`src/source/corePkg.sv`:
```
// Core organisation; addresses above addrWidth bits wrap and read back as zero on memAddr
package corePkg;

   // Internal address arithmetic is narrower than a word
   localparam int addrWidth = 24;

   typedef logic [addrWidth-1:0] addr_t;

   // First fetch address after reset
   localparam addr_t resetAddr = '0;

   // Multi-cycle sequencer states
   typedef enum logic [1:0] {
      stFetch,                      // Pulse memRead at pc
      stWaitInstr,                  // Hold until instruction word arrives
      stExecute,                    // One cycle, pc update
      stWaitAluMem                  // Shifter, load or store in flight
   } seqState_t;

endpackage

```
`src/source/rvIsaPkg.sv`:
```
// RV32I encoding only; bits 1:0 of an instruction are assumed 2'b11 and never checked
package rvIsaPkg;

   // Data path widths with a meaning of their own
   typedef logic [31:0] word_t;     // Register and memory word
   typedef logic [4:0]  regId_t;    // Register index x0..x31
   typedef logic [31:2] instr_t;    // Latched instruction, low two bits dropped
   typedef logic [4:0]  shamt_t;    // Shift amount
   typedef logic [3:0]  wmask_t;    // One bit per byte lane

   // Major opcodes, taken from instruction bits 6:2
   typedef enum logic [4:0] {
      opLoad   = 5'b00000,          // rd <- mem[rs1 + Iimm]
      opAluImm = 5'b00100,          // rd <- rs1 OP Iimm
      opAuipc  = 5'b00101,          // rd <- pc + Uimm
      opStore  = 5'b01000,          // mem[rs1 + Simm] <- rs2
      opAluReg = 5'b01100,          // rd <- rs1 OP rs2
      opLui    = 5'b01101,          // rd <- Uimm
      opBranch = 5'b11000,          // if (rs1 OP rs2) pc <- pc + Bimm
      opJalr   = 5'b11001,          // rd <- pc + 4, pc <- rs1 + Iimm
      opJal    = 5'b11011           // rd <- pc + 4, pc <- pc + Jimm
   } opcode_t;

   // ALU funct3 codes
   localparam logic [2:0] f3Add  = 3'b000;   // ADD, SUB when bit 30 set on reg ops
   localparam logic [2:0] f3Sll  = 3'b001;
   localparam logic [2:0] f3Slt  = 3'b010;
   localparam logic [2:0] f3Sltu = 3'b011;
   localparam logic [2:0] f3Xor  = 3'b100;
   localparam logic [2:0] f3Srx  = 3'b101;   // SRL, or SRA when bit 30 set
   localparam logic [2:0] f3Or   = 3'b110;
   localparam logic [2:0] f3And  = 3'b111;

   // Branch funct3 codes
   localparam logic [2:0] f3Beq  = 3'b000;
   localparam logic [2:0] f3Bne  = 3'b001;
   localparam logic [2:0] f3Blt  = 3'b100;
   localparam logic [2:0] f3Bge  = 3'b101;
   localparam logic [2:0] f3Bltu = 3'b110;
   localparam logic [2:0] f3Bgeu = 3'b111;

   // Load/store access size in funct3[1:0], funct3[2] marks unsigned loads
   localparam logic [2:0] f3Byte = 3'b000;
   localparam logic [2:0] f3Half = 3'b001;
   localparam logic [2:0] f3Word = 3'b010;

endpackage

```
`src/source/coreIfs.sv`:
```
// Internal core buses only; no clock in the interfaces, every signal is sampled on the core clk
`timescale 1ns/1ps

// Sequencer <-> execute unit
interface seqIf
   import rvIsaPkg::*;
   import corePkg::*;
   ();

   instr_t instr;                   // Latched instruction
   addr_t  pc;                      // Address of the current instruction
   logic   execStrobe;              // High in stExecute
   logic   waitStrobe;              // High in stWaitAluMem
   addr_t  nextPc;                  // pc of the following instruction
   addr_t  dataAddr;                // Load/store address
   logic   loadRead;                // Load asks for a memory read
   logic   needWait;                // Instruction needs stWaitAluMem
   logic   aluBusy;                 // Serial shifter still running

   modport seq (
      output instr, pc, execStrobe, waitStrobe,
      input  nextPc, dataAddr, loadRead, needWait, aluBusy
   );

   modport exec (
      input  instr, pc, execStrobe, waitStrobe,
      output nextPc, dataAddr, loadRead, needWait, aluBusy
   );

endinterface

// Register file read and write ports
interface regIf
   import rvIsaPkg::*;
   ();

   regId_t rs1Id;                   // Read indices, straight from memRdata
   regId_t rs2Id;
   logic   readEn;                  // Capture operands
   word_t  rs1;                     // Registered operands
   word_t  rs2;
   logic   writeEn;
   regId_t rdId;
   word_t  writeData;

   modport seq (
      output rs1Id, rs2Id, readEn
   );

   modport store (
      input  rs1Id, rs2Id, readEn, writeEn, rdId, writeData,
      output rs1, rs2
   );

   modport exec (
      input  rs1, rs2,
      output writeEn, rdId, writeData
   );

endinterface

```
`src/source/executeUnit.sv`:
```
// Decode, ALU and load/store lanes; shifts run one bit per cycle, misaligned accesses are not trapped
`timescale 1ns/1ps

module executeUnit
   import rvIsaPkg::*;
   import corePkg::*;
(
   input  logic   clk,
   input  logic   mem_rstrb,
   input  word_t  memRdata,
   output word_t  memWdata,
   output wmask_t memWmask,
   seqIf.exec     seq,
   regIf.exec     regs
);

   instr_t  instr;
   opcode_t opcode;
   logic [2:0] funct3;
   logic    isLoad, isAluImm, isStore, isAluReg, isJal, isJalr, isLui, isAuipc, isBranch;
   logic    isAlu, isShift;
   word_t   uImm, iImm, sImm, bImm, jImm;
   word_t   aluIn1, aluIn2, aluPlus, aluOut;
   logic [32:0] aluMinus;           // Bit 32 is the borrow
   logic    lt, ltu, eq, predicate;
   word_t   shiftReg;
   shamt_t  shiftCnt;
   addr_t   pcPlus4, pcPlusImm, jalrTarget;
   logic    byteAccess, halfAccess, wordAccess;
   logic [15:0] loadHalf;
   logic [7:0]  loadByte;
   logic    loadSign;
   word_t   loadData;
   wmask_t  storeMask;

   assign instr  = seq.instr;
   assign opcode = opcode_t'(instr[6:2]);
   assign funct3 = instr[14:12];

   assign isLoad   = (opcode == opLoad);
   assign isAluImm = (opcode == opAluImm);
   assign isStore  = (opcode == opStore);
   assign isAluReg = (opcode == opAluReg);
   assign isJal    = (opcode == opJal);
   assign isJalr   = (opcode == opJalr);
   assign isLui    = (opcode == opLui);
   assign isAuipc  = (opcode == opAuipc);
   assign isBranch = (opcode == opBranch);
   assign isAlu    = isAluImm | isAluReg;
   assign isShift  = isAlu & ((funct3 == f3Sll) | (funct3 == f3Srx));

   // Immediate formats
   assign uImm = {instr[31:12], 12'b0};
   assign iImm = {{21{instr[31]}}, instr[30:20]};
   assign sImm = {{21{instr[31]}}, instr[30:25], instr[11:7]};
   assign bImm = {{20{instr[31]}}, instr[7], instr[30:25], instr[11:8], 1'b0};
   assign jImm = {{12{instr[31]}}, instr[19:12], instr[20], instr[30:21], 1'b0};

   assign aluIn1  = regs.rs1;
   assign aluIn2  = (isAluReg | isBranch) ? regs.rs2 : iImm;
   assign aluPlus = aluIn1 + aluIn2; // Also the JALR target

   // One subtraction feeds SUB and every comparison
   assign aluMinus = {1'b1, ~aluIn2} + {1'b0, aluIn1} + 33'd1;
   assign ltu = aluMinus[32];
   assign lt  = (aluIn1[31] ^ aluIn2[31]) ? aluIn1[31] : aluMinus[32];
   assign eq  = (aluMinus[31:0] == '0);

   always_comb begin
      case (funct3)
         f3Add:   aluOut = (instr[30] & instr[5]) ? aluMinus[31:0] : aluPlus; // SUB only on reg ops
         f3Slt:   aluOut = {31'b0, lt};
         f3Sltu:  aluOut = {31'b0, ltu};
         f3Xor:   aluOut = aluIn1 ^ aluIn2;
         f3Or:    aluOut = aluIn1 | aluIn2;
         f3And:   aluOut = aluIn1 & aluIn2;
         default: aluOut = shiftReg;  // SLL, SRL, SRA
      endcase
   end

   always_comb begin
      case (funct3)
         f3Beq:   predicate = eq;
         f3Bne:   predicate = !eq;
         f3Blt:   predicate = lt;
         f3Bge:   predicate = !lt;
         f3Bltu:  predicate = ltu;
         f3Bgeu:  predicate = !ltu;
         default: predicate = 1'b0;
      endcase
   end

   // Serial shifter, counter loaded in execute
   always_ff @(posedge clk) begin
      if (mem_rstrb) begin
         shiftCnt <= '0;
      end else if (seq.execStrobe & isShift) begin
         shiftCnt <= shamt_t'(aluIn2[4:0]);
      end else if (|shiftCnt) begin
         shiftCnt <= shiftCnt - 1'b1;
      end
   end

   always_ff @(posedge clk) begin
      if (seq.execStrobe & isShift) begin
         shiftReg <= aluIn1;
      end else if (|shiftCnt) begin
         // SLL left, SRA keeps sign, SRL fills zero
         shiftReg <= (funct3 == f3Sll) ? {shiftReg[30:0], 1'b0} :
                     {instr[30] & shiftReg[31], shiftReg[31:1]};
      end
   end

   assign seq.aluBusy = |shiftCnt;

   // Next pc
   assign pcPlus4    = seq.pc + addr_t'(4);
   assign pcPlusImm  = seq.pc + (isJal ? addr_t'(jImm) : isAuipc ? addr_t'(uImm) : addr_t'(bImm));
   assign jalrTarget = {aluPlus[addrWidth-1:1], 1'b0};   // Bit 0 cleared
   assign seq.nextPc = isJalr ? jalrTarget :
                       (isJal | (isBranch & predicate)) ? pcPlusImm : pcPlus4;

   // Load/store address, sImm only for stores
   assign seq.dataAddr = addr_t'(regs.rs1) + (isStore ? addr_t'(sImm) : addr_t'(iImm));
   assign seq.loadRead = seq.execStrobe & isLoad;
   assign seq.needWait = isLoad | isStore | isShift;

   assign byteAccess = (funct3[1:0] == f3Byte[1:0]);
   assign halfAccess = (funct3[1:0] == f3Half[1:0]);
   assign wordAccess = (funct3[1:0] == f3Word[1:0]);

   // Load lane select
   assign loadHalf = seq.dataAddr[1] ? memRdata[31:16] : memRdata[15:0];
   assign loadByte = seq.dataAddr[0] ? loadHalf[15:8] : loadHalf[7:0];
   assign loadSign = !funct3[2] & (byteAccess ? loadByte[7] : loadHalf[15]); // LBU, LHU zero fill
   assign loadData = byteAccess ? {{24{loadSign}}, loadByte} :
                     halfAccess ? {{16{loadSign}}, loadHalf} : memRdata;

   // Store lanes, low bytes copied upward
   assign memWdata[7:0]   = regs.rs2[7:0];
   assign memWdata[15:8]  = seq.dataAddr[0] ? regs.rs2[7:0] : regs.rs2[15:8];
   assign memWdata[23:16] = seq.dataAddr[1] ? regs.rs2[7:0] : regs.rs2[23:16];
   assign memWdata[31:24] = seq.dataAddr[0] ? regs.rs2[7:0] :
                            seq.dataAddr[1] ? regs.rs2[15:8] : regs.rs2[31:24];

   always_comb begin
      if (wordAccess) begin
         storeMask = 4'b1111;
      end else if (halfAccess) begin
         storeMask = seq.dataAddr[1] ? 4'b1100 : 4'b0011;
      end else begin
         storeMask = wmask_t'(4'b0001 << seq.dataAddr[1:0]);  // One byte lane
      end
   end

   assign memWmask = {4{seq.execStrobe & isStore}} & storeMask; // Single-cycle store

   // Write-back, repeated in wait so the last value wins
   assign regs.rdId    = instr[11:7];
   assign regs.writeEn = !(isBranch | isStore) & (seq.execStrobe | seq.waitStrobe);

   always_comb begin
      if (isLui) begin
         regs.writeData = uImm;
      end else if (isAuipc) begin
         regs.writeData = word_t'(pcPlusImm);
      end else if (isJal | isJalr) begin
         regs.writeData = word_t'(pcPlus4);    // Link address
      end else if (isLoad) begin
         regs.writeData = loadData;
      end else begin
         regs.writeData = aluOut;
      end
   end

endmodule

```
`src/source/femtoCore.sv`:
```
// RV32I core top; one shared bus for instructions and data, memAddr upper byte always zero
`timescale 1ns/1ps

module femtoCore
   import rvIsaPkg::*;
(
   input  logic   clk,
   input  logic   mem_rstrb,        // Synchronous reset, active high
   input  word_t  memRdata,
   input  logic   memRbusy,
   input  logic   memWbusy,
   output word_t  memAddr,
   output word_t  memWdata,
   output wmask_t memWmask,
   output logic   memRead           // Read request pulse
);

   seqIf seqBus ();                 // Sequencer <-> execute
   regIf regBus ();                 // Operand and write-back traffic

   // FSM, pc and instruction register
   instrSequencer i_instrSequencer (
      .clk       (clk),
      .mem_rstrb (mem_rstrb),
      .memRdata  (memRdata),
      .memRbusy  (memRbusy),
      .memWbusy  (memWbusy),
      .memAddr   (memAddr),
      .memRead   (memRead),
      .seq       (seqBus.seq),
      .regs      (regBus.seq)
   );

   registerFile i_registerFile (
      .clk  (clk),
      .regs (regBus.store)
   );

   // ALU, branches and load/store lanes
   executeUnit i_executeUnit (
      .clk       (clk),
      .mem_rstrb (mem_rstrb),
      .memRdata  (memRdata),
      .memWdata  (memWdata),
      .memWmask  (memWmask),
      .seq       (seqBus.exec),
      .regs      (regBus.exec)
   );

endmodule

```
`src/source/instrSequencer.sv`:
```
// FSM and pc; memory must hold memRdata until memRbusy drops, no request handshake exists
`timescale 1ns/1ps

module instrSequencer
   import rvIsaPkg::*;
   import corePkg::*;
(
   input  logic  clk,
   input  logic  mem_rstrb,
   input  word_t memRdata,
   input  logic  memRbusy,
   input  logic  memWbusy,
   output word_t memAddr,
   output logic  memRead,
   seqIf.seq     seq,
   regIf.seq     regs
);

   seqState_t state;
   addr_t     pc;                   // Program counter
   instr_t    instrReg;             // Instruction register, bits 1:0 dropped
   logic      fetching;             // Address bus carries pc
   logic      instrArrived;

   // Word arrives in stWaitInstr once the memory stops stalling
   assign instrArrived = (state == stWaitInstr) && !memRbusy;

   // Operand read overlaps the instruction latch
   assign regs.rs1Id  = memRdata[19:15];
   assign regs.rs2Id  = memRdata[24:20];
   assign regs.readEn = instrArrived;

   // Strobes towards the execute unit
   assign seq.instr      = instrReg;
   assign seq.pc         = pc;
   assign seq.execStrobe = (state == stExecute);
   assign seq.waitStrobe = (state == stWaitAluMem);

   // pc stays on the bus while the instruction word is pending
   assign fetching = (state == stFetch) || (state == stWaitInstr);
   assign memAddr  = word_t'(fetching ? pc : seq.dataAddr);   // Zero extension

   // Instruction fetch or load data request
   assign memRead = (state == stFetch) || seq.loadRead;

   always_ff @(posedge clk) begin
      if (mem_rstrb) begin
         state <= stWaitAluMem;     // Wait for idle memory before first fetch
         pc    <= resetAddr;
      end else begin
         case (state)
            stFetch: begin
               state <= stWaitInstr;
            end
            stWaitInstr: begin
               if (instrArrived) begin
                  state <= stExecute;
               end
            end
            stExecute: begin
               pc    <= seq.nextPc; // Branch, jump or pc + 4
               state <= seq.needWait ? stWaitAluMem : stFetch;
            end
            stWaitAluMem: begin
               // Shifter done and memory idle
               if (!seq.aluBusy && !memRbusy && !memWbusy) begin
                  state <= stFetch;
               end
            end
            default: begin
               state <= stWaitAluMem;
            end
         endcase
      end
   end

   // Instruction latch, no reset needed
   always_ff @(posedge clk) begin
      if (instrArrived) begin
         instrReg <= memRdata[31:2];
      end
   end

endmodule

```
`src/source/registerFile.sv`:
```
// 31 storage registers, x0 reads as zero; operands are registered so they lag readEn by a cycle
`timescale 1ns/1ps

module registerFile
   import rvIsaPkg::*;
(
   input  logic clk,
   regIf.store  regs
);

   word_t bank [1:31];              // x1..x31, x0 has no storage
   word_t rs1Reg;
   word_t rs2Reg;

   assign regs.rs1 = rs1Reg;
   assign regs.rs2 = rs2Reg;

   always_ff @(posedge clk) begin
      // Operand capture, held until the next instruction
      if (regs.readEn) begin
         rs1Reg <= (regs.rs1Id == '0) ? '0 : bank[regs.rs1Id];
         rs2Reg <= (regs.rs2Id == '0) ? '0 : bank[regs.rs2Id];
      end
      // Writes to x0 are dropped
      if (regs.writeEn && (regs.rdId != '0)) begin
         bank[regs.rdId] <= regs.writeData;
      end
   end

endmodule

```
`config.mk`:
```
export PLATFORM = sky130hd
export DESIGN_NAME = femtoCore
export DESIGN_NICKNAME = d
export VERILOG_FILES = /design/src/source/corePkg.sv /design/src/source/rvIsaPkg.sv /design/src/source/coreIfs.sv /design/src/source/executeUnit.sv /design/src/source/femtoCore.sv /design/src/source/instrSequencer.sv /design/src/source/registerFile.sv
export SDC_FILE = /design/constraint.sdc
export NUM_CORES = 2
export LEC_CHECK = 0
export BUFFER_PORTS_ARGS = -buffer_cell sky130_fd_sc_hd__buf_2
export CAP_MARGIN = 20
export CORE_ASPECT_RATIO = 1.5
export CORE_MARGIN = 1
export CORE_UTILIZATION = 55
export CTS_BUF_LIST = sky130_fd_sc_hd__clkbuf_2 sky130_fd_sc_hd__clkbuf_4 sky130_fd_sc_hd__clkbuf_8
export CTS_CLUSTER_SIZE = 14
export DETAILED_ROUTE_END_ITERATION = 16
export PLACE_DENSITY = 0.77
export SYNTH_ARGS = -nofsm -noshare
export SYNTH_HDL_FRONTEND = slang
export SYNTH_HIERARCHICAL = 1
export SYNTH_SLANG_ARGS = --single-unit
```
`constraint.sdc`:
```
create_clock -name clk -period 9.7 [get_ports clk]
set_input_delay 0.485 -clock clk [delete_from_list [all_inputs] [get_ports clk]]
set_output_delay 0.485 -clock clk [all_outputs]
set_load 0.02 [all_outputs]
```
## Word level (Yosys, flattened, before mapping)

Memory sizes are Yosys's and may differ from the RTL's. A register that Yosys moved wholly into a read port is not among the register bits.
Index checks and enable logic that the tools add are counted.

- Output and inout port bits: 69
- Register bits after elaboration: 93
- Memories kept: 1
- Input port bits: 36
- Memory bits (writable): 992
- Word-level logic and storage cells: 123

- Shift-type cells: 1
- $add $sub $neg: 7
- Equal/unequal tests: 22
- Muxes and demuxes: 38
- Bitwise operators: 24
- Reduce and logical (&&, ||, !) cells: 25

Memories:

| name | depth | width | read ports | clocked after Yosys merged registers in | wr ports | RTL line | text |
|---|---|---|---|---|---|---|---|
| i_registerFile.bank | 31 | 32 | 2 | 2 | 1 | registerFile.sv:11 | `word_t bank [1:31];` |

Operator list:

| kind | count |
|---|---|
| 32-bit two-way mux | 11 |
| 32-bit one-hot mux with 6 select lines | 1 |
| 24-bit two-way mux | 5 |
| 24-bit adder | 2 |
| 8-bit two-way mux | 5 |
| 33-bit by 1-bit adder with 33-bit output, second input constant | 1 |
| 33-bit by 32-bit adder with 33-bit output | 1 |
| 32-bit adder | 1 |
| 32-bit bitwise AND | 1 |
| 32-bit zero test | 1 |
| 32-bit inverter | 1 |
| 32-bit bitwise OR | 1 |
| 32-bit XOR | 1 |
| 24-bit by 3-bit adder with 24-bit output, second input constant | 1 |
| 16-bit two-way mux | 1 |
| 5-bit by 4-bit equality test with 1-bit output, second input constant | 3 |
| 5-bit equality test, second input constant | 3 |
| 5-bit zero test | 3 |
| 5-bit two-way mux | 3 |
| 3-bit equality test, second input constant | 4 |
| 4-bit two-way mux | 3 |
| 5-bit by 3-bit equality test with 1-bit output, second input constant | 2 |
| 1-bit bitwise AND | 9 |
| 1-bit bitwise OR | 9 |
| 23 further kinds | 44 |

## Depth between registers and ports, before layout

- Word-level depth: 13
- Mapped depth: 26
- Gate-level depth less buffers: 23

## Modules after synthesis

Netlist, hierarchy kept.

By module, submodules not included:

| module | area an instance (um2) | seq. area each (um2) | cells each | instances |
|---|---|---|---|---|
| registerFile | 48769.3 | 31710.4 | 2648 | 1 |
| executeUnit | 13484.2 | 1061.0 | 1975 | 1 |
| instrSequencer | 2379.8 | 1421.4 | 195 | 1 |

## Worst setup path before layout

OpenSTA, ideal clock, no wires.

- Kind: reg2reg
- Start point: register i_instrSequencer.state[1]
- End point: register i_instrSequencer.instrReg[0] (netlist: i_instrSequencer/seq.instr[0]) (enable)
- Cell stages (with the launch flop): 3
- Slack: 1.628 ns
- Clock period less this slack: 8.072 ns
- Path buffers: 1
- Arrival time: 7.388 ns
- Required time: 9.016 ns
- Library setup time: 0.684 ns
- Path through: dfxtp_1 -> buf_2 -> nor3b_1

- Word-level cells in the longest chain between the ends: 2

RTL lines:

| element | RTL line | text |
|---|---|---|
| from (decl) | instrSequencer.sv:19 | `seqState_t state;` |
| from (signal assigned) | instrSequencer.sv:48 | `state <= stWaitAluMem;` |
| from (signal assigned) | instrSequencer.sv:53 | `state <= stWaitInstr;` |
| from (signal assigned) | instrSequencer.sv:57 | `state <= stExecute;` |
| 2-bit by 1-bit equality test with 1-bit output | instrSequencer.sv:26 | `assign instrArrived = (state == stWaitInstr) && !memRbusy;` |
| 1-bit logical AND | instrSequencer.sv:26 |  |
| via regBus.readEn | coreIfs.sv:39 | `logic readEn;` |
| to (signal assigned) | instrSequencer.sv:80 | `instrReg <= memRdata[31:2];` |
| to (decl) | instrSequencer.sv:21 | `instr_t instrReg;` |

The timed path passes the listed nets, and every way through them passes these cells.
A chain may end at the register's enable or synchronous reset.

## Worst setup path after layout

- Start point: register i_instrSequencer.instrReg[4] (netlist: i_instrSequencer/seq.instr[4])
- End point: register i_instrSequencer.pc[8] (netlist: i_instrSequencer/seq.pc[8])

- Word-level cells in the longest chain between the ends: 13
- Elaborated cells between the ends (all ways): 25
- Those cells by class: add/sub (4); eq/ne (5); mux (7); bitwise (5); reduce/logical (4)

RTL lines:

| element | RTL line | text |
|---|---|---|
| 5-bit by 4-bit equality test with 1-bit output / 5-bit equality test (equally long branches) | executeUnit.sv:43, executeUnit.sv:48 |  |
| 1-bit bitwise OR | executeUnit.sv:60 | `assign aluIn2 = (isAluReg \| isBranch) ? regs.rs2 : iImm;` |
| 32-bit two-way mux | executeUnit.sv:60 |  |
| 32-bit inverter | executeUnit.sv:64 | `assign aluMinus = {1'b1, ~aluIn2} + {1'b0, aluIn1} + 33'd1;` |
| 33-bit by 32-bit adder with 33-bit output | executeUnit.sv:64 |  |
| 33-bit by 1-bit adder with 33-bit output | executeUnit.sv:64 |  |
| 32-bit zero test / 1-bit two-way mux (equally long branches) | executeUnit.sv:67, executeUnit.sv:66 |  |
| 1-bit zero test, on equally long branches | executeUnit.sv:84, executeUnit.sv:86 |  |
| 1-bit one-hot mux with 6 select lines | executeUnit.sv:82 | `case (funct3)` |
| 1-bit bitwise AND | executeUnit.sv:121 | `(isJal \| (isBranch & predicate)) ? pcPlusImm : pcPlus4;` |
| 1-bit bitwise OR | executeUnit.sv:121 |  |
| 24-bit two-way mux | executeUnit.sv:121 |  |
| 24-bit two-way mux (*) | executeUnit.sv:120 | `assign seq.nextPc = isJalr ? jalrTarget :` |
| via seqBus.nextPc[8] | coreIfs.sv:14 | `addr_t nextPc;` |
| to (signal assigned) | instrSequencer.sv:49 | `pc <= resetAddr;` |
| to (signal assigned) | instrSequencer.sv:61 | `pc <= seq.nextPc;` |
| to (decl) | instrSequencer.sv:20 | `addr_t pc;` |

Mark *: on every way through the listed nets, which the timed path passes. The rest lies on a longest branch.

==> impl_metrics.yaml <==
placement:
  hpwlAfterDp_um: 157000
  dp.cells: 6239
  place_ws_ns: 1.86
  port_buffers: 96
  gp_congestion: 1.04
yosys:
  yosysWarnings: 6
  synth_common_cells: "edfxtp_1 (1,118), nand2_1 (362), mux2i_1 (361)"
  synthArstFlopShare_pct: 0
  synth_top_cell_area_share_pct: 51.9
  ys_seq_area_share_pct: 52.9
  ys.flop_type: "edfxtp_1"
  yosysTopAreaCell: "edfxtp_1"
  yosysUniqueCellTypes: 97
  synth_edf_count: 1118
  synth-seq-cells: 1149
  netlist_instances: 4818
  synth_most_common_cell: "edfxtp_1"
  synth_area_um2: 64600
  synthTopCellsByArea: "edfxtp_1 (52%), mux4_2 (12%), mux2i_1 (5.6%)"
  avgSynthCellArea_um2: 13.4
critical_path:
  worstReg2RegStart: "i_instrSequencer/seq.instr[4]"
  worstPathCellList: "xnor2_1 > nor4b_2 > buf_4 > nor2b_2 > a21o_1 > inv_1 > ha_1 > inv_1 > o211ai_1 > a2111oi_0 > or4_1 > o221ai_1 > nor4_1 > nand4_1 > nor4_1 > nand4_1 > or4b_1 > o311ai_4 > nor2_1 > a221o_1 > nand2_1 > a21oi_1"
  crit_path_end_kind: "flip-flop"
  critical_path_required_ns: 10.43
  crit_fanout: 15
  reg2reg_depth: 22
  crit_type: "reg -> reg"
  max_stage_delay_ns: 0.86
  worstPathArrival_ns: 8.69
  r2r_slack_ns: 1.74
  critPathSlowestCell: "a2111oi_0"
  startpoint_type: "flip-flop"
  reg2reg_to: "i_instrSequencer/seq.pc[8]"
final_layout:
  syn2layout_area_growth_pct: 9.23
  nets: 5074
  drive_gt1_share_pct: 22.7
  final_cells: 6578
  finish.utilization_pct: 60.8
  nFillCells: 8796
routing:
  first_pass_iters: 8
  vias: 46718
  antenna_left: 0
  drtIter0Drc: 5847
  drcViolationCount: 0
  wl_um: 238000
  post_drt_wl_per_cell_um: 36.2
  vias_per_cell: 7.10
timing:
  tns_ns: 0
  rsz0062_at_grt: "no"
  worstMarginPinSlew_ns: 1.28
  final-hold-violation-count: 0
  fin_worst_skew_ns: 0.0536
  fmax_mhz: 126
  maxSlewViolCount: 0
  fin_ws_ns: 1.74
  slew_headroom_pct: 14.8
  setup_viol: 0
  layout_min_cycle_time_ns: 7.96
  period_share_pct: 82.1
clock_network:
  cts_tree: "built"
  post_cts_buffers: 0
  clock-root-buffer: "clkbuf_8"
  cts_resized: 0
  clock_path_buffers: 3
  cts.htree.levels: 4
  clock_latency_ns: 0.92
  cts_buffers: 168
  cts-hold-fix-buffers: 24
  cts.sinks: 1149
  path_clk_slew_ns: 0.07
min_path:
  worstHoldPathType: "in -> reg"
  min_from: "memRdata[18]"
  hold_depth: 1
  hold_path_end: "i_instrSequencer/seq.instr[16]"
power_and_ir_drop:
  leakage_nw: 24.6
  ir_drop_mv: 0.158
  power_density_nw_per_um2: 225
floorplanning:
  die_area_um2: 119000
  core_region_area_um2: 116000
  fp.dieW_um: 282
  ioPinCount: 105
  fp-row-count: 153
  die_height_um: 422
  initial_core_util_pct: 55.6
flow_run:
  cap_viol_max_count: 0
global_route:
  grt_overflow: 0
  antenna_found_initial: 19
  grt_max_degree: 120
  grt_pass1_wl_um: 333000
  grtUsageTotal_pct: 40.1
  grt_pass1_vias: 46835
outcome:
  status: "finished clean"
-- cell families after synthesis --
group,Yosys count,synth area share (%)
DFF,1149,52.9
other,1,0.00580
adders and majority gates,148,2.91
and+or+nand+nor,935,6.63
xor gates and xnor gates,117,1.59
muxes,840,20.1
buffers and inverters,531,4.11
AOI/OAI and AO/OA,1097,11.8
-- metal layers --
metal / global-route usage (%) / share of wire, %
met1: 45.6 / 33
met2: 63.8 / 47
met3: 7.86 / 9.5
met4: 35.7 / 10
met5: 0 / 0.016
-- placed cells by master, fill, tap and decap left out, drive strengths merged, types with 19 or more instances in the layout --
cell / instances
clkinv: 63
clkbuf: 221
mux4: 352
xnor2: 95
inv: 151
mux2: 127
nand2: 362
a21o: 46
buf: 249
a21oi: 260
and2: 51
ha: 144
o221ai: 37
a221o: 34
a221oi: 53
nor2b: 47
mux2i: 361
edfxtp: 1118
nor2: 257
nand3: 38
a31oi: 50
dfxtp: 31
o31ai: 46
nor3: 55
o22ai: 51
dlygate4sd3: 24
o21ai: 195
nand4: 19
a22oi: 63
a211oi: 69
a211o: 35
xor2: 22
-- worst max-delay path, delay by kind of cell, from the launching register on --
| kind | cells | cell delay, ns |
|---|---|---|
| AO/OA/AOI/OAI | 7 | 2.51 |
| XOR/XNOR | 1 | 0.23 |
| adder cells (fa/ha/maj) | 1 | 0.50 |
| buffers and inverters | 3 | 0.59 |
| AND/OR/NAND/NOR | 10 | 3.38 |
| flip-flops | 1 | 0.51 |
-- power by group --
part	leakage (nW)	switching, mW	internal, mW
Clock	1.79	1.90	2.15
Combinational	12.4	3.47	1.56
Sequential	10.4	0.367	6.43
Total	24.6	5.74	10.1
-- worst max-delay path by stage --
stage                             startpoint  cells after the start  slack [ns]                            end
5_1_grt        i_instrSequencer/seq.instr[2]                     23        1.48     i_instrSequencer/seq.pc[3]
3_3_place_gp   i_instrSequencer/seq.instr[2]                     22        1.86     i_instrSequencer/seq.pc[8]
2_1_floorplan      i_instrSequencer/state[1]                      2        1.63  i_instrSequencer/seq.instr[0]
6_report       i_instrSequencer/seq.instr[4]                     22        1.74     i_instrSequencer/seq.pc[8]
3_5_place_dp   i_instrSequencer/seq.instr[2]                     21        1.86     i_instrSequencer/seq.pc[8]
4_1_cts        i_instrSequencer/seq.instr[2]                     21        1.85     i_instrSequencer/seq.pc[8]
-- flip-flops by register name, summed over array words and instances, names as in the netlist --
signal and count:
i_registerFile/bank 992, i_executeUnit/shiftReg 32, i_registerFile/regs.rs1 32, i_registerFile/regs.rs2 32, i_instrSequencer/seq.instr 30, i_instrSequencer/seq.pc 24, i_executeUnit/shiftCnt 5, i_instrSequencer/state 2
-- per-stage QoR --
stage	hold slack, ns	total power, mW	cell area (µm²)
floorplan	0.464	9.67	64700
global placement	0.498	11.7	66800
detailed placement	0.517	11.7	66800
CTS	0.0528	15.7	70400
global route	0.111	16.3	70600
finish	0.154	15.9	70600
-- layout make-up --
cell class	count	area [µm²]	area share, %
Tap cell	1550	1940	2.75
Timing Repair Buffer	276	2090	2.95
Multi-Input combinational cell	3145	28400	40.2
Inverter	150	571	0.808
Sequential cell	1149	34200	48.4
Clock inverter	82	729	1.03
Clock buffer	218	2710	3.83
Antenna cell	8	20.0	0.0284
Note: power is estimated with default switching activity, not from simulation.
